$ cat config.mk
export PLATFORM = sky130hd
export DESIGN_NAME = fifo_credit_top
export DESIGN_NICKNAME = d
export VERILOG_FILES = /design/src/verilog/credit_pkg.sv /design/src/verilog/fifo_pkg.sv /design/src/verilog/fifo_ram_if.sv /design/src/verilog/credit_receiver.sv /design/src/verilog/fifo_push_ctrl_credit.sv /design/src/verilog/fifo_pop_ctrl_req_ack.sv /design/src/verilog/fifo_flop_ram.sv /design/src/verilog/fifo_credit_top.sv
export VERILOG_INCLUDE_DIRS = /design/src /design/src/verilog
export SDC_FILE = /design/constraint.sdc
export NUM_CORES = 1
export LEC_CHECK = 0
export BUFFER_PORTS_ARGS = -buffer_cell sky130_fd_sc_hd__clkbuf_2
export CORE_MARGIN = 2
export CORE_UTILIZATION = 58
export CTS_CLUSTER_DIAMETER = 200
export DETAILED_ROUTE_END_ITERATION = 6
export GPL_ROUTABILITY_DRIVEN = 0
export HOLD_SLACK_MARGIN = 0.08
export PLACE_DENSITY_LB_ADDON = 0.08
export SETUP_SLACK_MARGIN = 0.2
export SKIP_CTS_REPAIR_TIMING = 1
export SLEW_MARGIN = 25
export SYNTH_ARGS = -nofsm -noshare
export SYNTH_HDL_FRONTEND = slang
export SYNTH_SLANG_ARGS = --single-unit
$ cat constraint.sdc
create_clock -name clk -period 4.5 [get_ports clk]
set_input_delay 0.9 -clock clk [delete_from_list [all_inputs] [get_ports clk]]
set_output_delay 0.9 -clock clk [all_outputs]
set_load 0.02 [all_outputs]
$ cat src/verilog/fifo_defs.svh
// Build-time configuration of the credit/valid FIFO.
// Include in any file that sizes storage, counters or credit registers.

`ifndef FIFO_DEFS_SVH
`define FIFO_DEFS_SVH

// ---------------------------------------------------------------------------
// Storage geometry
// ---------------------------------------------------------------------------

// Number of RAM slots
`define FIFO_DEPTH 8

// Bits per stored word
`define FIFO_WIDTH 16

// ---------------------------------------------------------------------------
// Flow control
// ---------------------------------------------------------------------------

// Never more credits than free slots
`define FIFO_MAX_CREDIT `FIFO_DEPTH

`endif

$ cat src/verilog/credit_pkg.sv
// Flow-control types shared by the credit receiver, the top level
// and the testbench.

`default_nettype none

`include "fifo_defs.svh"

package credit_pkg;

  // Enough bits to hold 0 up to the max credit, inclusive
  localparam int CREDIT_W = $clog2(`FIFO_MAX_CREDIT + 1);

  // Credit count
  typedef logic [CREDIT_W-1:0] credit_t;

endpackage : credit_pkg

`default_nettype wire

$ cat src/verilog/fifo_pkg.sv
// Storage types and pop FSM encoding for the FIFO.
// Imported by the RAM, both controllers, the RAM interface and the top.

`default_nettype none

`include "fifo_defs.svh"

package fifo_pkg;

  // Address and count widths derived from depth
  localparam int FIFO_ADDR_W  = $clog2(`FIFO_DEPTH);
  localparam int FIFO_COUNT_W = $clog2(`FIFO_DEPTH + 1);

  // One stored word
  typedef logic [`FIFO_WIDTH-1:0] fifo_data_t;

  // RAM address
  typedef logic [FIFO_ADDR_W-1:0] fifo_addr_t;

  // Slot or item count, 0 to depth
  typedef logic [FIFO_COUNT_W-1:0] fifo_count_t;

  // Four-phase pop handshake states
  typedef enum logic [1:0] {
    IDLE,
    REQ,
    RELEASE
  } pop_state_e;

endpackage : fifo_pkg

`default_nettype wire

$ cat src/verilog/fifo_ram_if.sv
// Write and read ports of the FIFO storage.
// Push controller writes, pop controller reads, RAM sits behind mem.

`timescale 1ns/100ps
`default_nettype none

interface fifo_ram_if
  import fifo_pkg::*;
();

  // Write port
  logic       wr_valid;
  fifo_addr_t wr_addr;
  fifo_data_t wr_data;

  // Read port, combinational data
  fifo_addr_t rd_addr;
  fifo_data_t rd_data;

  modport writer (output wr_valid, output wr_addr, output wr_data);

  modport reader (output rd_addr, input rd_data);

  modport mem (
    input  wr_valid,
    input  wr_addr,
    input  wr_data,
    input  rd_addr,
    output rd_data
  );

endinterface : fifo_ram_if

`default_nettype wire

$ cat src/verilog/credit_receiver.sv
// Credit receiver for the push side of the FIFO.
// Hands out one credit per cycle to the producer and takes back one per pop.
// Pushes pass straight through; the producer is trusted to hold a credit.

`timescale 1ns/100ps
`default_nettype none

module credit_receiver
  import credit_pkg::*;
  import fifo_pkg::*;
(
  input  wire        clk,
  input  wire        reset,

  // Producer side
  input  wire        push_credit_stall,
  output logic       push_credit,
  input  wire        push_valid,
  input  fifo_data_t push_data,

  // Returned credit, one per completed pop
  input  wire        pop_credit,

  // Toward the push controller
  output logic       internal_valid,
  output fifo_data_t internal_data,

  // Credit configuration and status
  input  credit_t    credit_initial,
  input  credit_t    credit_withhold,
  output credit_t    credit_count,
  output credit_t    credit_available
);

  // ---------------------------------------------------------------------------
  // Credit accounting
  // ---------------------------------------------------------------------------

  logic issue;

  // Credits above the withheld amount can be given out
  assign credit_available = (credit_count > credit_withhold) ?
                            credit_t'(credit_count - credit_withhold) : '0;

  // At most one credit per cycle
  assign issue = !push_credit_stall && (credit_available != '0);

  // Count of credits still held here; push_credit is the registered issue
  always_ff @(posedge clk) begin
    if (reset) begin
      credit_count <= credit_initial;
      push_credit  <= 1'b0;
    end else begin
      push_credit <= issue;
      if (pop_credit && !issue) begin
        credit_count <= credit_count + 1'b1;
      end else if (!pop_credit && issue) begin
        credit_count <= credit_count - 1'b1;
      end
    end
  end

  // ---------------------------------------------------------------------------
  // Push forwarding
  // ---------------------------------------------------------------------------

  // Every push is backed by a credit, so it is always accepted
  assign internal_valid = push_valid;
  assign internal_data  = push_data;

endmodule : credit_receiver

`default_nettype wire

$ cat src/verilog/fifo_push_ctrl_credit.sv
// Push controller of the FIFO.
// Writes each accepted word into the RAM and tracks free slots and full.

`timescale 1ns/100ps
`default_nettype none

`include "fifo_defs.svh"

module fifo_push_ctrl_credit
  import fifo_pkg::*;
(
  input  wire         clk,
  input  wire         reset,

  // From the credit receiver
  input  wire         internal_valid,
  input  fifo_data_t  internal_data,

  // RAM write port
  fifo_ram_if.writer  ram,

  // Handshakes with the pop controller
  output logic        ram_push,
  input  wire         ram_pop,

  // Status
  output logic        full,
  output fifo_count_t slots
);

  fifo_addr_t  wr_addr;
  fifo_count_t slots_next;

  // ---------------------------------------------------------------------------
  // Write path
  // ---------------------------------------------------------------------------

  // No bypass, so every accepted word goes to the RAM
  assign ram_push     = internal_valid;
  assign ram.wr_valid = ram_push;
  assign ram.wr_addr  = wr_addr;
  assign ram.wr_data  = internal_data;

  // Wrapping write pointer
  always_ff @(posedge clk) begin
    if (reset) begin
      wr_addr <= '0;
    end else if (ram_push) begin
      if (wr_addr == fifo_addr_t'(`FIFO_DEPTH - 1)) begin
        wr_addr <= '0;
      end else begin
        wr_addr <= wr_addr + 1'b1;
      end
    end
  end

  // ---------------------------------------------------------------------------
  // Slot count and full flag
  // ---------------------------------------------------------------------------

  // Push and pop in one cycle cancel out
  always_comb begin
    slots_next = slots;
    if (ram_push && !ram_pop) begin
      slots_next = slots - 1'b1;
    end else if (!ram_push && ram_pop) begin
      slots_next = slots + 1'b1;
    end
  end

  always_ff @(posedge clk) begin
    if (reset) begin
      slots <= fifo_count_t'(`FIFO_DEPTH);
      full  <= 1'b0;
    end else if (ram_push || ram_pop) begin
      slots <= slots_next;
      full  <= (slots_next == '0);
    end
  end

endmodule : fifo_push_ctrl_credit

`default_nettype wire

$ cat src/verilog/fifo_pop_ctrl_req_ack.sv
// Pop controller of the FIFO.
// Presents the oldest word over a four-phase req/ack handshake and
// reports each completed pop to the push side as a one-cycle pulse.

`timescale 1ns/100ps
`default_nettype none

`include "fifo_defs.svh"

module fifo_pop_ctrl_req_ack
  import fifo_pkg::*;
(
  input  wire         clk,
  input  wire         reset,

  // RAM read port
  fifo_ram_if.reader  ram,

  // Handshakes with the push controller
  input  wire         ram_push,
  output logic        ram_pop,

  // Consumer side
  output logic        pop_req,
  input  wire         pop_ack,
  output fifo_data_t  pop_data,

  // Status
  output fifo_count_t items
);

  pop_state_e state;
  pop_state_e state_next;
  fifo_addr_t rd_addr;

  // ---------------------------------------------------------------------------
  // Pop FSM
  // ---------------------------------------------------------------------------

  always_comb begin
    state_next = state;
    unique case (state)
      // Wait for a stored word
      IDLE:    if (items != '0) state_next = REQ;
      // Hold req and data until ack
      REQ:     if (pop_ack) state_next = RELEASE;
      // Wait for ack to drop before another req
      RELEASE: if (!pop_ack) state_next = IDLE;
      default: state_next = IDLE;
    endcase
  end

  always_ff @(posedge clk) begin
    if (reset) begin
      state   <= IDLE;
      ram_pop <= 1'b0;
    end else begin
      state   <= state_next;
      // Word counts as popped in the cycle req drops
      ram_pop <= (state == REQ) && pop_ack;
    end
  end

  assign pop_req = (state == REQ);

  // ---------------------------------------------------------------------------
  // Read path and item count
  // ---------------------------------------------------------------------------

  assign ram.rd_addr = rd_addr;
  assign pop_data    = ram.rd_data;

  always_ff @(posedge clk) begin
    if (reset) begin
      rd_addr <= '0;
      items   <= '0;
    end else begin
      // Advance only once a pop has completed
      if (ram_pop) begin
        if (rd_addr == fifo_addr_t'(`FIFO_DEPTH - 1)) begin
          rd_addr <= '0;
        end else begin
          rd_addr <= rd_addr + 1'b1;
        end
      end
      if (ram_push && !ram_pop) begin
        items <= items + 1'b1;
      end else if (!ram_push && ram_pop) begin
        items <= items - 1'b1;
      end
    end
  end

endmodule : fifo_pop_ctrl_req_ack

`default_nettype wire

$ cat src/verilog/fifo_flop_ram.sv
// Flop-based FIFO storage.
// One synchronous write port and one combinational read port.

`timescale 1ns/100ps
`default_nettype none

`include "fifo_defs.svh"

module fifo_flop_ram
  import fifo_pkg::*;
(
  input wire       clk,
  fifo_ram_if.mem  ram
);

  // Depth-by-width register array
  fifo_data_t mem_q [`FIFO_DEPTH];

  // Write on the clock edge
  always_ff @(posedge clk) begin
    if (ram.wr_valid) begin
      mem_q[ram.wr_addr] <= ram.wr_data;
    end
  end

  // Read data follows the address in the same cycle
  assign ram.rd_data = mem_q[ram.rd_addr];

endmodule : fifo_flop_ram

`default_nettype wire

$ cat src/verilog/fifo_credit_top.sv
// Top level of the credit/valid FIFO with a req/ack pop side.
// Connects the credit receiver, both controllers and the RAM.

`timescale 1ns/100ps
`default_nettype none

module fifo_credit_top
  import credit_pkg::*;
  import fifo_pkg::*;
(
  input  wire         clk,
  input  wire         reset,

  // Push side
  input  wire         push_credit_stall,
  output logic        push_credit,
  input  wire         push_valid,
  input  fifo_data_t  push_data,

  // Credit configuration and status
  input  credit_t     credit_initial,
  input  credit_t     credit_withhold,
  output credit_t     credit_count,
  output credit_t     credit_available,

  // Occupancy
  output logic        full,
  output fifo_count_t slots,
  output fifo_count_t items,

  // Pop side
  output logic        pop_req,
  input  wire         pop_ack,
  output fifo_data_t  pop_data
);

  logic       internal_valid;
  fifo_data_t internal_data;
  logic       ram_push;
  logic       ram_pop;

  fifo_ram_if ram_if ();

  // ---------------------------------------------------------------------------
  // Push side
  // ---------------------------------------------------------------------------

  credit_receiver u_credit_receiver (
    .clk               (clk),
    .reset             (reset),
    .push_credit_stall (push_credit_stall),
    .push_credit       (push_credit),
    .push_valid        (push_valid),
    .push_data         (push_data),
    .pop_credit        (ram_pop),
    .internal_valid    (internal_valid),
    .internal_data     (internal_data),
    .credit_initial    (credit_initial),
    .credit_withhold   (credit_withhold),
    .credit_count      (credit_count),
    .credit_available  (credit_available)
  );

  fifo_push_ctrl_credit u_push_ctrl (
    .clk            (clk),
    .reset          (reset),
    .internal_valid (internal_valid),
    .internal_data  (internal_data),
    .ram            (ram_if.writer),
    .ram_push       (ram_push),
    .ram_pop        (ram_pop),
    .full           (full),
    .slots          (slots)
  );

  // ---------------------------------------------------------------------------
  // Storage and pop side
  // ---------------------------------------------------------------------------

  fifo_flop_ram u_ram (
    .clk (clk),
    .ram (ram_if.mem)
  );

  fifo_pop_ctrl_req_ack u_pop_ctrl (
    .clk      (clk),
    .reset    (reset),
    .ram      (ram_if.reader),
    .ram_push (ram_push),
    .ram_pop  (ram_pop),
    .pop_req  (pop_req),
    .pop_ack  (pop_ack),
    .pop_data (pop_data),
    .items    (items)
  );

endmodule : fifo_credit_top

`default_nettype wire

==> impl_metrics.toml, run 1 <==
[sta]
final.setup.tns_ps = 0
layout_worst_path_cycle_share = 0.7859
max_freq_mhz = 282.7
report.final.setup_viol = 0
max_slew.worst_pin.slew_ps = 1003
drv_slew = 0
timing.final.hold_violations = 0
layout_min_cycle_time_ps = 3537
slew-limit-headroom = 0.3289
rsz0062_at_grt = "no"
clock_skew_ps = 5.800

[routing]
via_count = 3361
routed_wl_um = 11100
detailedRoute.firstIterationViolations = 245
wire_per_inst_um = 18.95
drt_pre_antenna_iters = 5
route.detailed.drc = 0
drtAntennaViolNets = 0
via_per_inst = 5.735

[logic_synthesis]
ys_async_sr_fraction = 0
yosys.area.top_type = "edfxtp_1"
top_flip_flop_cell_by_instance_count_after_synthesis = "edfxtp_1"
netlist_area_um2 = 6345
synthesis.nets = 406
sequential_fraction_of_the_synthesis_area = 0.6941
syn-instance-count = 357
netlist-cell-type-count = 42
synth_edf_count = 132
synth_top_area_share = 0.6247
ys_seq_elements = 154
yosys_warnings = 0
synth.top_cells.by_area = "edfxtp_1 (62%), mux4_2 (11%), dfxtp_1 (6.9%)"
avgSynthCellArea_um2 = 17.77

[floorplanning]
chipWidth_um = 108.6
floorplan.die_area_um2 = 11790
i_o_pin_count = 64
dieHeight_um = 108.6
design.core.area_um2 = 10750
rows = 38
effective_utilization_at_floorplan = 0.5905

[min_path]
hold_path_class = "flip-flop to flip-flop"

[clock_network]
clock_tree.root_cell = "clkbuf_8"
tritoncts.num_buffers = 17
cts-htree-levels = 4
clock_network_latency_to_the_later_pin_of_the_worst_skew_pair_ps = 520
clock_tree_from_tritoncts = "done"
clock_slew_at_the_register_clock_pins_of_the_worst_setup_and_hold_paths_ps = 60
clkSinkCount = 154
max_clock_buf_depth = 2

[critical_path]
crit_path_end_kind = "flip-flop"
startpoint_type = "flip-flop"
critical_path.top_delay_family = "compound AO/OA/AOI/OAI gates"
critical-path-slowest-cell = "edfxtp_1"
timing.critical_path.arrival_ps = 3780
cp.required_ps = 4740
cp_slowest_stage_delay_ps = 470
worstSetupPathType = "flip-flop to flip-flop"
worst-path-buf-inv = 1
worstPathMaxFanout = 5
crit_chain = "inv_1, ha_1, fa_1, xor2_1, and3_1, a211o_1, nand2_1, ha_1, a21o_1, a21oi_1, xor2_1, a2111oi_0, a311oi_1"

[finish]
antenna_cells_inserted = 0
area_growth_syn_to_layout_pct = 16.98
drive_above_1_share = 0.3543
layout.cells.most_common = "edfxtp_1"
finish.net_count = 482
post-route-util = 0.6907
layout.cells.most_common_list = "edfxtp_1 (132), clkbuf_2 (63), mux4_2 (32)"

[place]
placement.io_buffers = 63
hpwlAfterDp_um = 6842

[power]
power.density_nw_per_um2 = 469.0
net-switching-power_w = 0.0008704
cellInternalPower_w = 0.002611
power_switching_share = 0.2500
p_clk_frac = 0.376
power_frac_comb = 0.145
sequentialPowerShare = 0.480
ir_drop_worst_case_vdd_mv = 0.3163
power_leakage_nw = 2.624

[run]
cap_violations = 0

[global_route]
total_gr_overflow = 0
maximum_number_of_pins_on_one_net_before_global_route_repair = 33
grt_first_pass_wirelength_um = 17590
grt_pass1_vias = 3368
grt_use_total = 0.2078
antenna_found_initial = 0

[outcome]
run_status = "finished, final reports clean"
cell usage after synthesis (2+ instances only):
master    number
or4_1          2
mux2i_1        5
nor3_1         6
o21ai_0        6
a211oi_1       2
buf_2          3
mux2_2        18
a21oi_1       11
nand2b_1       4
nor2_1        26
mux4_2        32
nor2b_1        4
clkbuf_1       8
xnor2_1        9
ha_1          17
dfxtp_1       22
xor2_1         2
edfxtp_1     132
a21o_1         2
inv_1         10
nor3b_1        2
buf_1          3
fa_1           3
nor4b_1        2
nand2_1        9
state kept, by name, summed over array words and instances (netlist names), named ones only:
register	flops
u_pop_ctrl.items	4
u_ram.mem_q	128
u_pop_ctrl.state	2
u_push_ctrl.ram.wr_addr	3
u_credit_receiver.credit_count	4
u_pop_ctrl.ram_pop	1
u_pop_ctrl.ram.rd_addr	3
u_push_ctrl.full	1
u_credit_receiver.push_credit	1
u_push_ctrl.slots	4
worst register-to-register path: stages, from the launching register on:
cell and delay (ps):
edfxtp_1 470, inv_1 70, ha_1 200, fa_1 410
xor2_1 190, and3_1 200, a211o_1 340, nand2_1 140
ha_1 250, a21o_1 170, a21oi_1 170, xor2_1 110
a2111oi_0 440, a311oi_1 100
kinds of logic after synthesis:
kind of cell | Yosys count | synth area share
flip-flops | 154 | 0.6941
buffers and inverters | 24 | 0.01479
XOR/XNOR | 11 | 0.01519
AND/OR/NAND/NOR | 63 | 0.04950
AO/OA/AOI/OAI | 30 | 0.02998
adder cells (fa/ha/maj) | 20 | 0.04299
multiplexers | 55 | 0.1534
cell type report:
class                           count  area [um^2]
Fill cell                         722         3323
Tap cell                          140        175.2
Clock buffer                       23        500.5
Timing Repair Buffer               71        375.4
Sequential cell                   154         4407
Multi-Input combinational cell    179         1869
Inverter                           10        37.54
Clock inverter                      9        57.56
metrics by stage:
stage / worst slack (ps) / power, W / std cells / area, um^2 / hold WS, ps
finish: 963.3 / 0.003481 / 586 / 7422 / 459.5
CTS: 963.0 / 0.003511 / 586 / 7422 / 468.9
global placement: 681.9 / 0.002187 / 554 / 6864 / 439.6
detailed placement: 483.4 / 0.002204 / 554 / 6864 / 459.7
global route: 773.4 / 0.003615 / 586 / 7422 / 500.0
floorplan: 870.2 / 0.002050 / 357 / 6345 / 459.8
metal layers:
metal	global-route usage	share of wire	wire, um	vias up
li1	-	-	-	1560
met1	0.2767	0.43	4765	1710
met2	0.3371	0.51	5701	80
met3	0.05304	0.048	531	11
met4	0.07143	0.0094	104	0
met5	0	0	0	-
worst paths after layout:
check                                     from                                 to  slack (ps)  cells past startpoint
min reg2reg                   u_push_ctrl.full                   u_push_ctrl.full         460                      2
max reg2reg  u_credit_receiver.credit_count[0]  u_credit_receiver.credit_count[3]         960                     13
max          u_credit_receiver.credit_count[0]  u_credit_receiver.credit_count[3]         960                     13
min                           u_push_ctrl.full                   u_push_ctrl.full         460                      2
power by group through the flow:
stage	clock (W)	sequential [W]	combinational [W]
after global routing	0.00138	0.00168	0.000553
after floorplan	0	0.00171	0.000340
final	0.00131	0.00167	0.000504
after global placement	0	0.00170	0.000491
after CTS	0.00133	0.00167	0.000508
after detailed placement	0	0.00170	0.000506
Note: power is estimated with default switching activity, not from simulation.
==> inputs of run 2 (changes only) <==
clock period = 3.47 ns   (was 4.5 ns; I/O delays follow)
==> impl_metrics.toml, run 2 (same netlist as run 1, synthesis figures left out) <==
[routing]
top_layer = "met4"
met2RoutedLength_um = 5572
via_count = 3350
wire_per_inst_um = 18.63
drt_pre_antenna_iters = 4
drtAntennaViolNets = 0
wirelength_met1_um = 4784
wl_met3_um = 578
routed_wl_um = 11070
route.detailed.drc = 0
via_per_inst = 5.640
detailedRoute.firstIterationViolations = 147

[critical_path]
startpoint_type = "flip-flop"
worstSetupPathType = "flip-flop to flip-flop"
reg2reg_setup_slack_ps = 370
worstPathMaxFanout = 3
cp.required_ps = 3710
timing.critical_path.arrival_ps = 3350
crit_path_end_kind = "flip-flop"

[global_route]
total_gr_overflow = 0
antenna_found_initial = 0
grt_first_pass_wirelength_um = 17920
grt_pass1_vias = 3447
grt_use_total = 0.2096
maximum_number_of_pins_on_one_net_before_global_route_repair = 33

[floorplanning]
dieHeight_um = 108.6
i_o_pin_count = 64
floorplan.die_area_um2 = 11790
design.core.area_um2 = 10750
rows = 38
chipWidth_um = 108.6
effective_utilization_at_floorplan = 0.5905

[clock_network]
clock_network_latency_to_the_later_pin_of_the_worst_skew_pair_ps = 510
clock_slew_at_the_register_clock_pins_of_the_worst_setup_and_hold_paths_ps = 60
clkSinkCount = 154
tritoncts.num_buffers = 17
cts-htree-levels = 4
clock_tree_from_tritoncts = "done"
clock_tree.root_cell = "clkbuf_8"
max_clock_buf_depth = 2

[sta]
max_slew.worst_pin.slew_ps = 689.1
timing.final.hold_violations = 0
slew-limit-headroom = 0.5389
rsz0062_at_grt = "no"
clock_skew_ps = 4.176
layout_worst_path_cycle_share = 0.8942
max_freq_mhz = 322.3
hold-worst-slack_ps = 414.9
layout_min_cycle_time_ps = 3103
report.final.setup_viol = 0
drv_slew = 0
final.setup.tns_ps = 0

[min_path]
hold_path_class = "primary input to flip-flop"

[finish]
num-fill-cells = 715
antenna_cells_inserted = 0
drive_above_1_share = 0.3789
register_with_the_most_flip_flops = "u_ram.mem_q"
layout.cells.most_common_list = "edfxtp_1 (132), clkbuf_2 (63), mux4_2 (32)"
multi_input_area_um2 = 1892
layout.cells.most_common = "edfxtp_1"
register_area_um2 = 4405
area_growth_syn_to_layout_pct = 19.09
finish.net_count = 490
largest_register_ffs = 128

[place]
hpwlAfterDp_um = 6867
placement.io_buffers = 63

[outcome]
run_status = "finished, final reports clean"

[power]
power_leakage_nw = 2.690
power.density_nw_per_um2 = 626.1
report.power.total_w = 0.004731
ir_drop_worst_case_vdd_mv = 0.3606

[run]
cap_violations = 0
## run 2: cell types whose count changed in the layout (fill, tap and decap cells not counted), moves of 2 or more
cell       before  now
nor3_4          2    0
buf_4           8   15
inv_4           3    0
clkbuf_16      19   16
nor3_2          0    2
bufinv_16       0    4
## run 2: power breakdown
group	switching (W)	leakage, nW	total, W	internal [W]
registers	0.0000637	1.38	0.00215	0.00209
clock network	0.000685	0.291	0.00185	0.00117
logic	0.000392	1.02	0.000725	0.000333
total	0.00114	2.69	0.00473	0.00359
## run 2: metrics by stage
stage	cell area (um^2)	instances	util	setup WS, ps
after floorplan	6364	357	-	203.5
after global placement	6927	560	0.6446	45.21
after detailed placement	6927	560	0.6446	-7.849
after CTS	7525	592	0.7003	244.5
after global routing	7556	594	0.7032	211.1
final	7556	594	0.7032	367.0
## run 2: metal layers
layer	global-route usage	vias up
met5	0	-
met4	0.07418	0
met3	0.04641	10
met2	0.3411	82
met1	0.2817	1690
li1	-	1568
## run 2: area by class of cell
cell class | count | share of cell area
tap | 140 | 0.02318
multi-input combinational | 179 | 0.2504
timing repair buffer | 79 | 0.05928
clock inverter | 12 | 0.02285
sequential | 154 | 0.5830
inverter | 10 | 0.004968
clock buffer | 20 | 0.05630
## run 2: worst max-delay path, cell delays in order (launching register included)
cell,delay (ps)
edfxtp_1,390
inv_1,60
ha_2,180
fa_2,400
xor2_1,180
and3_1,200
a211o_1,280
nand2_2,100
ha_1,240
a21o_1,190
a21oi_2,160
xor2_2,90
a2111oi_2,280
a311oi_1,70
## run 2: worst paths after layout
check,from,endpoint,depth (start not counted)
worst max-delay path,u_credit_receiver.credit_count[0],u_credit_receiver.credit_count[3],13
worst min-delay path,pop_ack,u_pop_ctrl.ram_pop,3
worst max register to register,u_credit_receiver.credit_count[0],u_credit_receiver.credit_count[3],13
worst min register to register,u_push_ctrl.full,u_push_ctrl.full,2
==> inputs of run 3 (changes only) <==
GPL_TIMING_DRIVEN = 0   (was unset)
REMOVE_ABC_BUFFERS = 1   (was unset)
==> impl_metrics.toml, run 3 (same netlist as run 1, synthesis figures left out) <==
[outcome]
run_status = "finished, final reports clean"

[critical_path]
worstPathMaxFanout = 4
startpoint_type = "flip-flop"
timing.critical_path.arrival_ps = 3370
worstSetupPathType = "flip-flop to flip-flop"
crit_path_end_kind = "flip-flop"
cp.required_ps = 3720

[sta]
report.final.setup_viol = 0
rsz0062_at_grt = "no"
slew-limit-headroom = 0.3333
max_slew.worst_pin.slew_ps = 998.7
layout_worst_path_cycle_share = 0.8992
timing.final.hold_violations = 0
drv_slew = 0
max_freq_mhz = 320.5
layout_min_cycle_time_ps = 3120
clock_skew_ps = 14.41
finalWorstSetupSlack_ps = 349.8

[clock_network]
clock_slew_at_the_register_clock_pins_of_the_worst_setup_and_hold_paths_ps = 60
clock_tree.root_cell = "clkbuf_8"
clock_tree_from_tritoncts = "done"
cts-htree-levels = 4
clkSinkCount = 154
tritoncts.num_buffers = 17
max_clock_buf_depth = 2
clock_network_latency_to_the_later_pin_of_the_worst_skew_pair_ps = 530

[floorplanning]
dieHeight_um = 108.6
floorplan.die_area_um2 = 11790
rows = 38
effective_utilization_at_floorplan = 0.5905
chipWidth_um = 108.6
i_o_pin_count = 64
design.core.area_um2 = 10750

[min_path]
hold_path_class = "primary input to flip-flop"

[finish]
largest_register_ffs = 128
area_growth_syn_to_layout_pct = 20.13
finish.net_count = 486
drive_above_1_share = 0.3978
register_area_um2 = 4409
multi_input_area_um2 = 1937
antenna_cells_inserted = 0
post-route-util = 0.7094
num-fill-cells = 693
layout.cells.most_common_list = "edfxtp_1 (132), clkbuf_2 (63), mux4_2 (32)"
layout.cells.most_common = "edfxtp_1"
register_with_the_most_flip_flops = "u_ram.mem_q"

[place]
pre_cts_slack_ps = -282.2
hpwlAfterDp_um = 7325
placement.io_buffers = 63

[routing]
drt_pre_antenna_iters = 4
detailedRoute.firstIterationViolations = 219
route.detailed.drc = 0
via_count = 3357
drtAntennaViolNets = 0
wire_per_inst_um = 19.79
routed_wl_um = 11680
via_per_inst = 5.690

[global_route]
grt_use_total = 0.2194
grt_pass1_vias = 3381
antenna_found_initial = 0
grt_first_pass_wirelength_um = 18170
maximum_number_of_pins_on_one_net_before_global_route_repair = 33
total_gr_overflow = 0

[run]
cap_violations = 0

[power]
power_leakage_nw = 2.680
power.density_nw_per_um2 = 630.1
ir_drop_worst_case_vdd_mv = 0.4492
report.power.total_w = 0.004803
run 3: changes by cell type in the layout (fill, tap and decap cells not counted), sizes merged:
cell      before  now
inv           11   10
bufinv         4    5
clkinv         6    2
clkinvlp       1    5
buf           16   12
run 3: area by class of cell:
type,count,share of cell area
Clock buffer,20,0.05581
Clock inverter,12,0.02594
Inverter,10,0.004924
Multi-Input combinational cell,179,0.2541
Sequential cell,154,0.5785
Tap cell,140,0.02298
Timing Repair Buffer,75,0.05778
run 3: path summary, 6_finish.rpt:
check                           cells past startpoint                               from  slack [ps]                                 to
worst max-delay path                               13  u_credit_receiver.credit_count[0]         350  u_credit_receiver.credit_count[3]
worst min-delay path                                3                            pop_ack         390                 u_pop_ctrl.ram_pop
worst min register to register                      2                   u_push_ctrl.full         470                   u_push_ctrl.full
worst max register to register                     13  u_credit_receiver.credit_count[0]         350  u_credit_receiver.credit_count[3]
run 3: metrics by stage:
stage | hold WS [ps] | std cells | setup TNS (ps) | instance area (um^2)
2_1_floorplan | 459.8 | 343 | 0 | 6289
3_3_place_gp | 443.7 | 546 | -10040 | 6779
3_5_place_dp | 458.3 | 556 | -282.2 | 6929
4_1_cts | 357.7 | 588 | -58.01 | 7552
5_1_grt | 381.7 | 590 | 0 | 7622
6_report | 394.7 | 590 | 0 | 7622
run 3: where the power goes:
group / switching, W / total (W) / internal, W / leakage (nW)
registers: 0.0000833 / 0.00217 / 0.00209 / 1.38
logic: 0.000380 / 0.000701 / 0.000322 / 1.01
clock network: 0.000690 / 0.00193 / 0.00124 / 0.287
run 3: critical path, cell delays in order, from the launching register on:
cell,delay (ps)
edfxtp_1,440
inv_2,70
ha_4,160
fa_2,400
xor2_1,180
and3_1,160
a211o_1,290
nand2_2,110
ha_1,240
a21o_1,190
a21oi_2,160
xor2_2,90
a2111oi_2,290
a311oi_1,80
run 3: routing by layer:
metal | track usage | vias to the layer above | wire (um)
met3 | 0.07113 | 9 | 498
met4 | 0.08242 | 0 | 125
met1 | 0.2855 | 1706 | 5030
met2 | 0.3482 | 80 | 6024
li1 | - | 1562 | -
met5 | 0 | - | 0
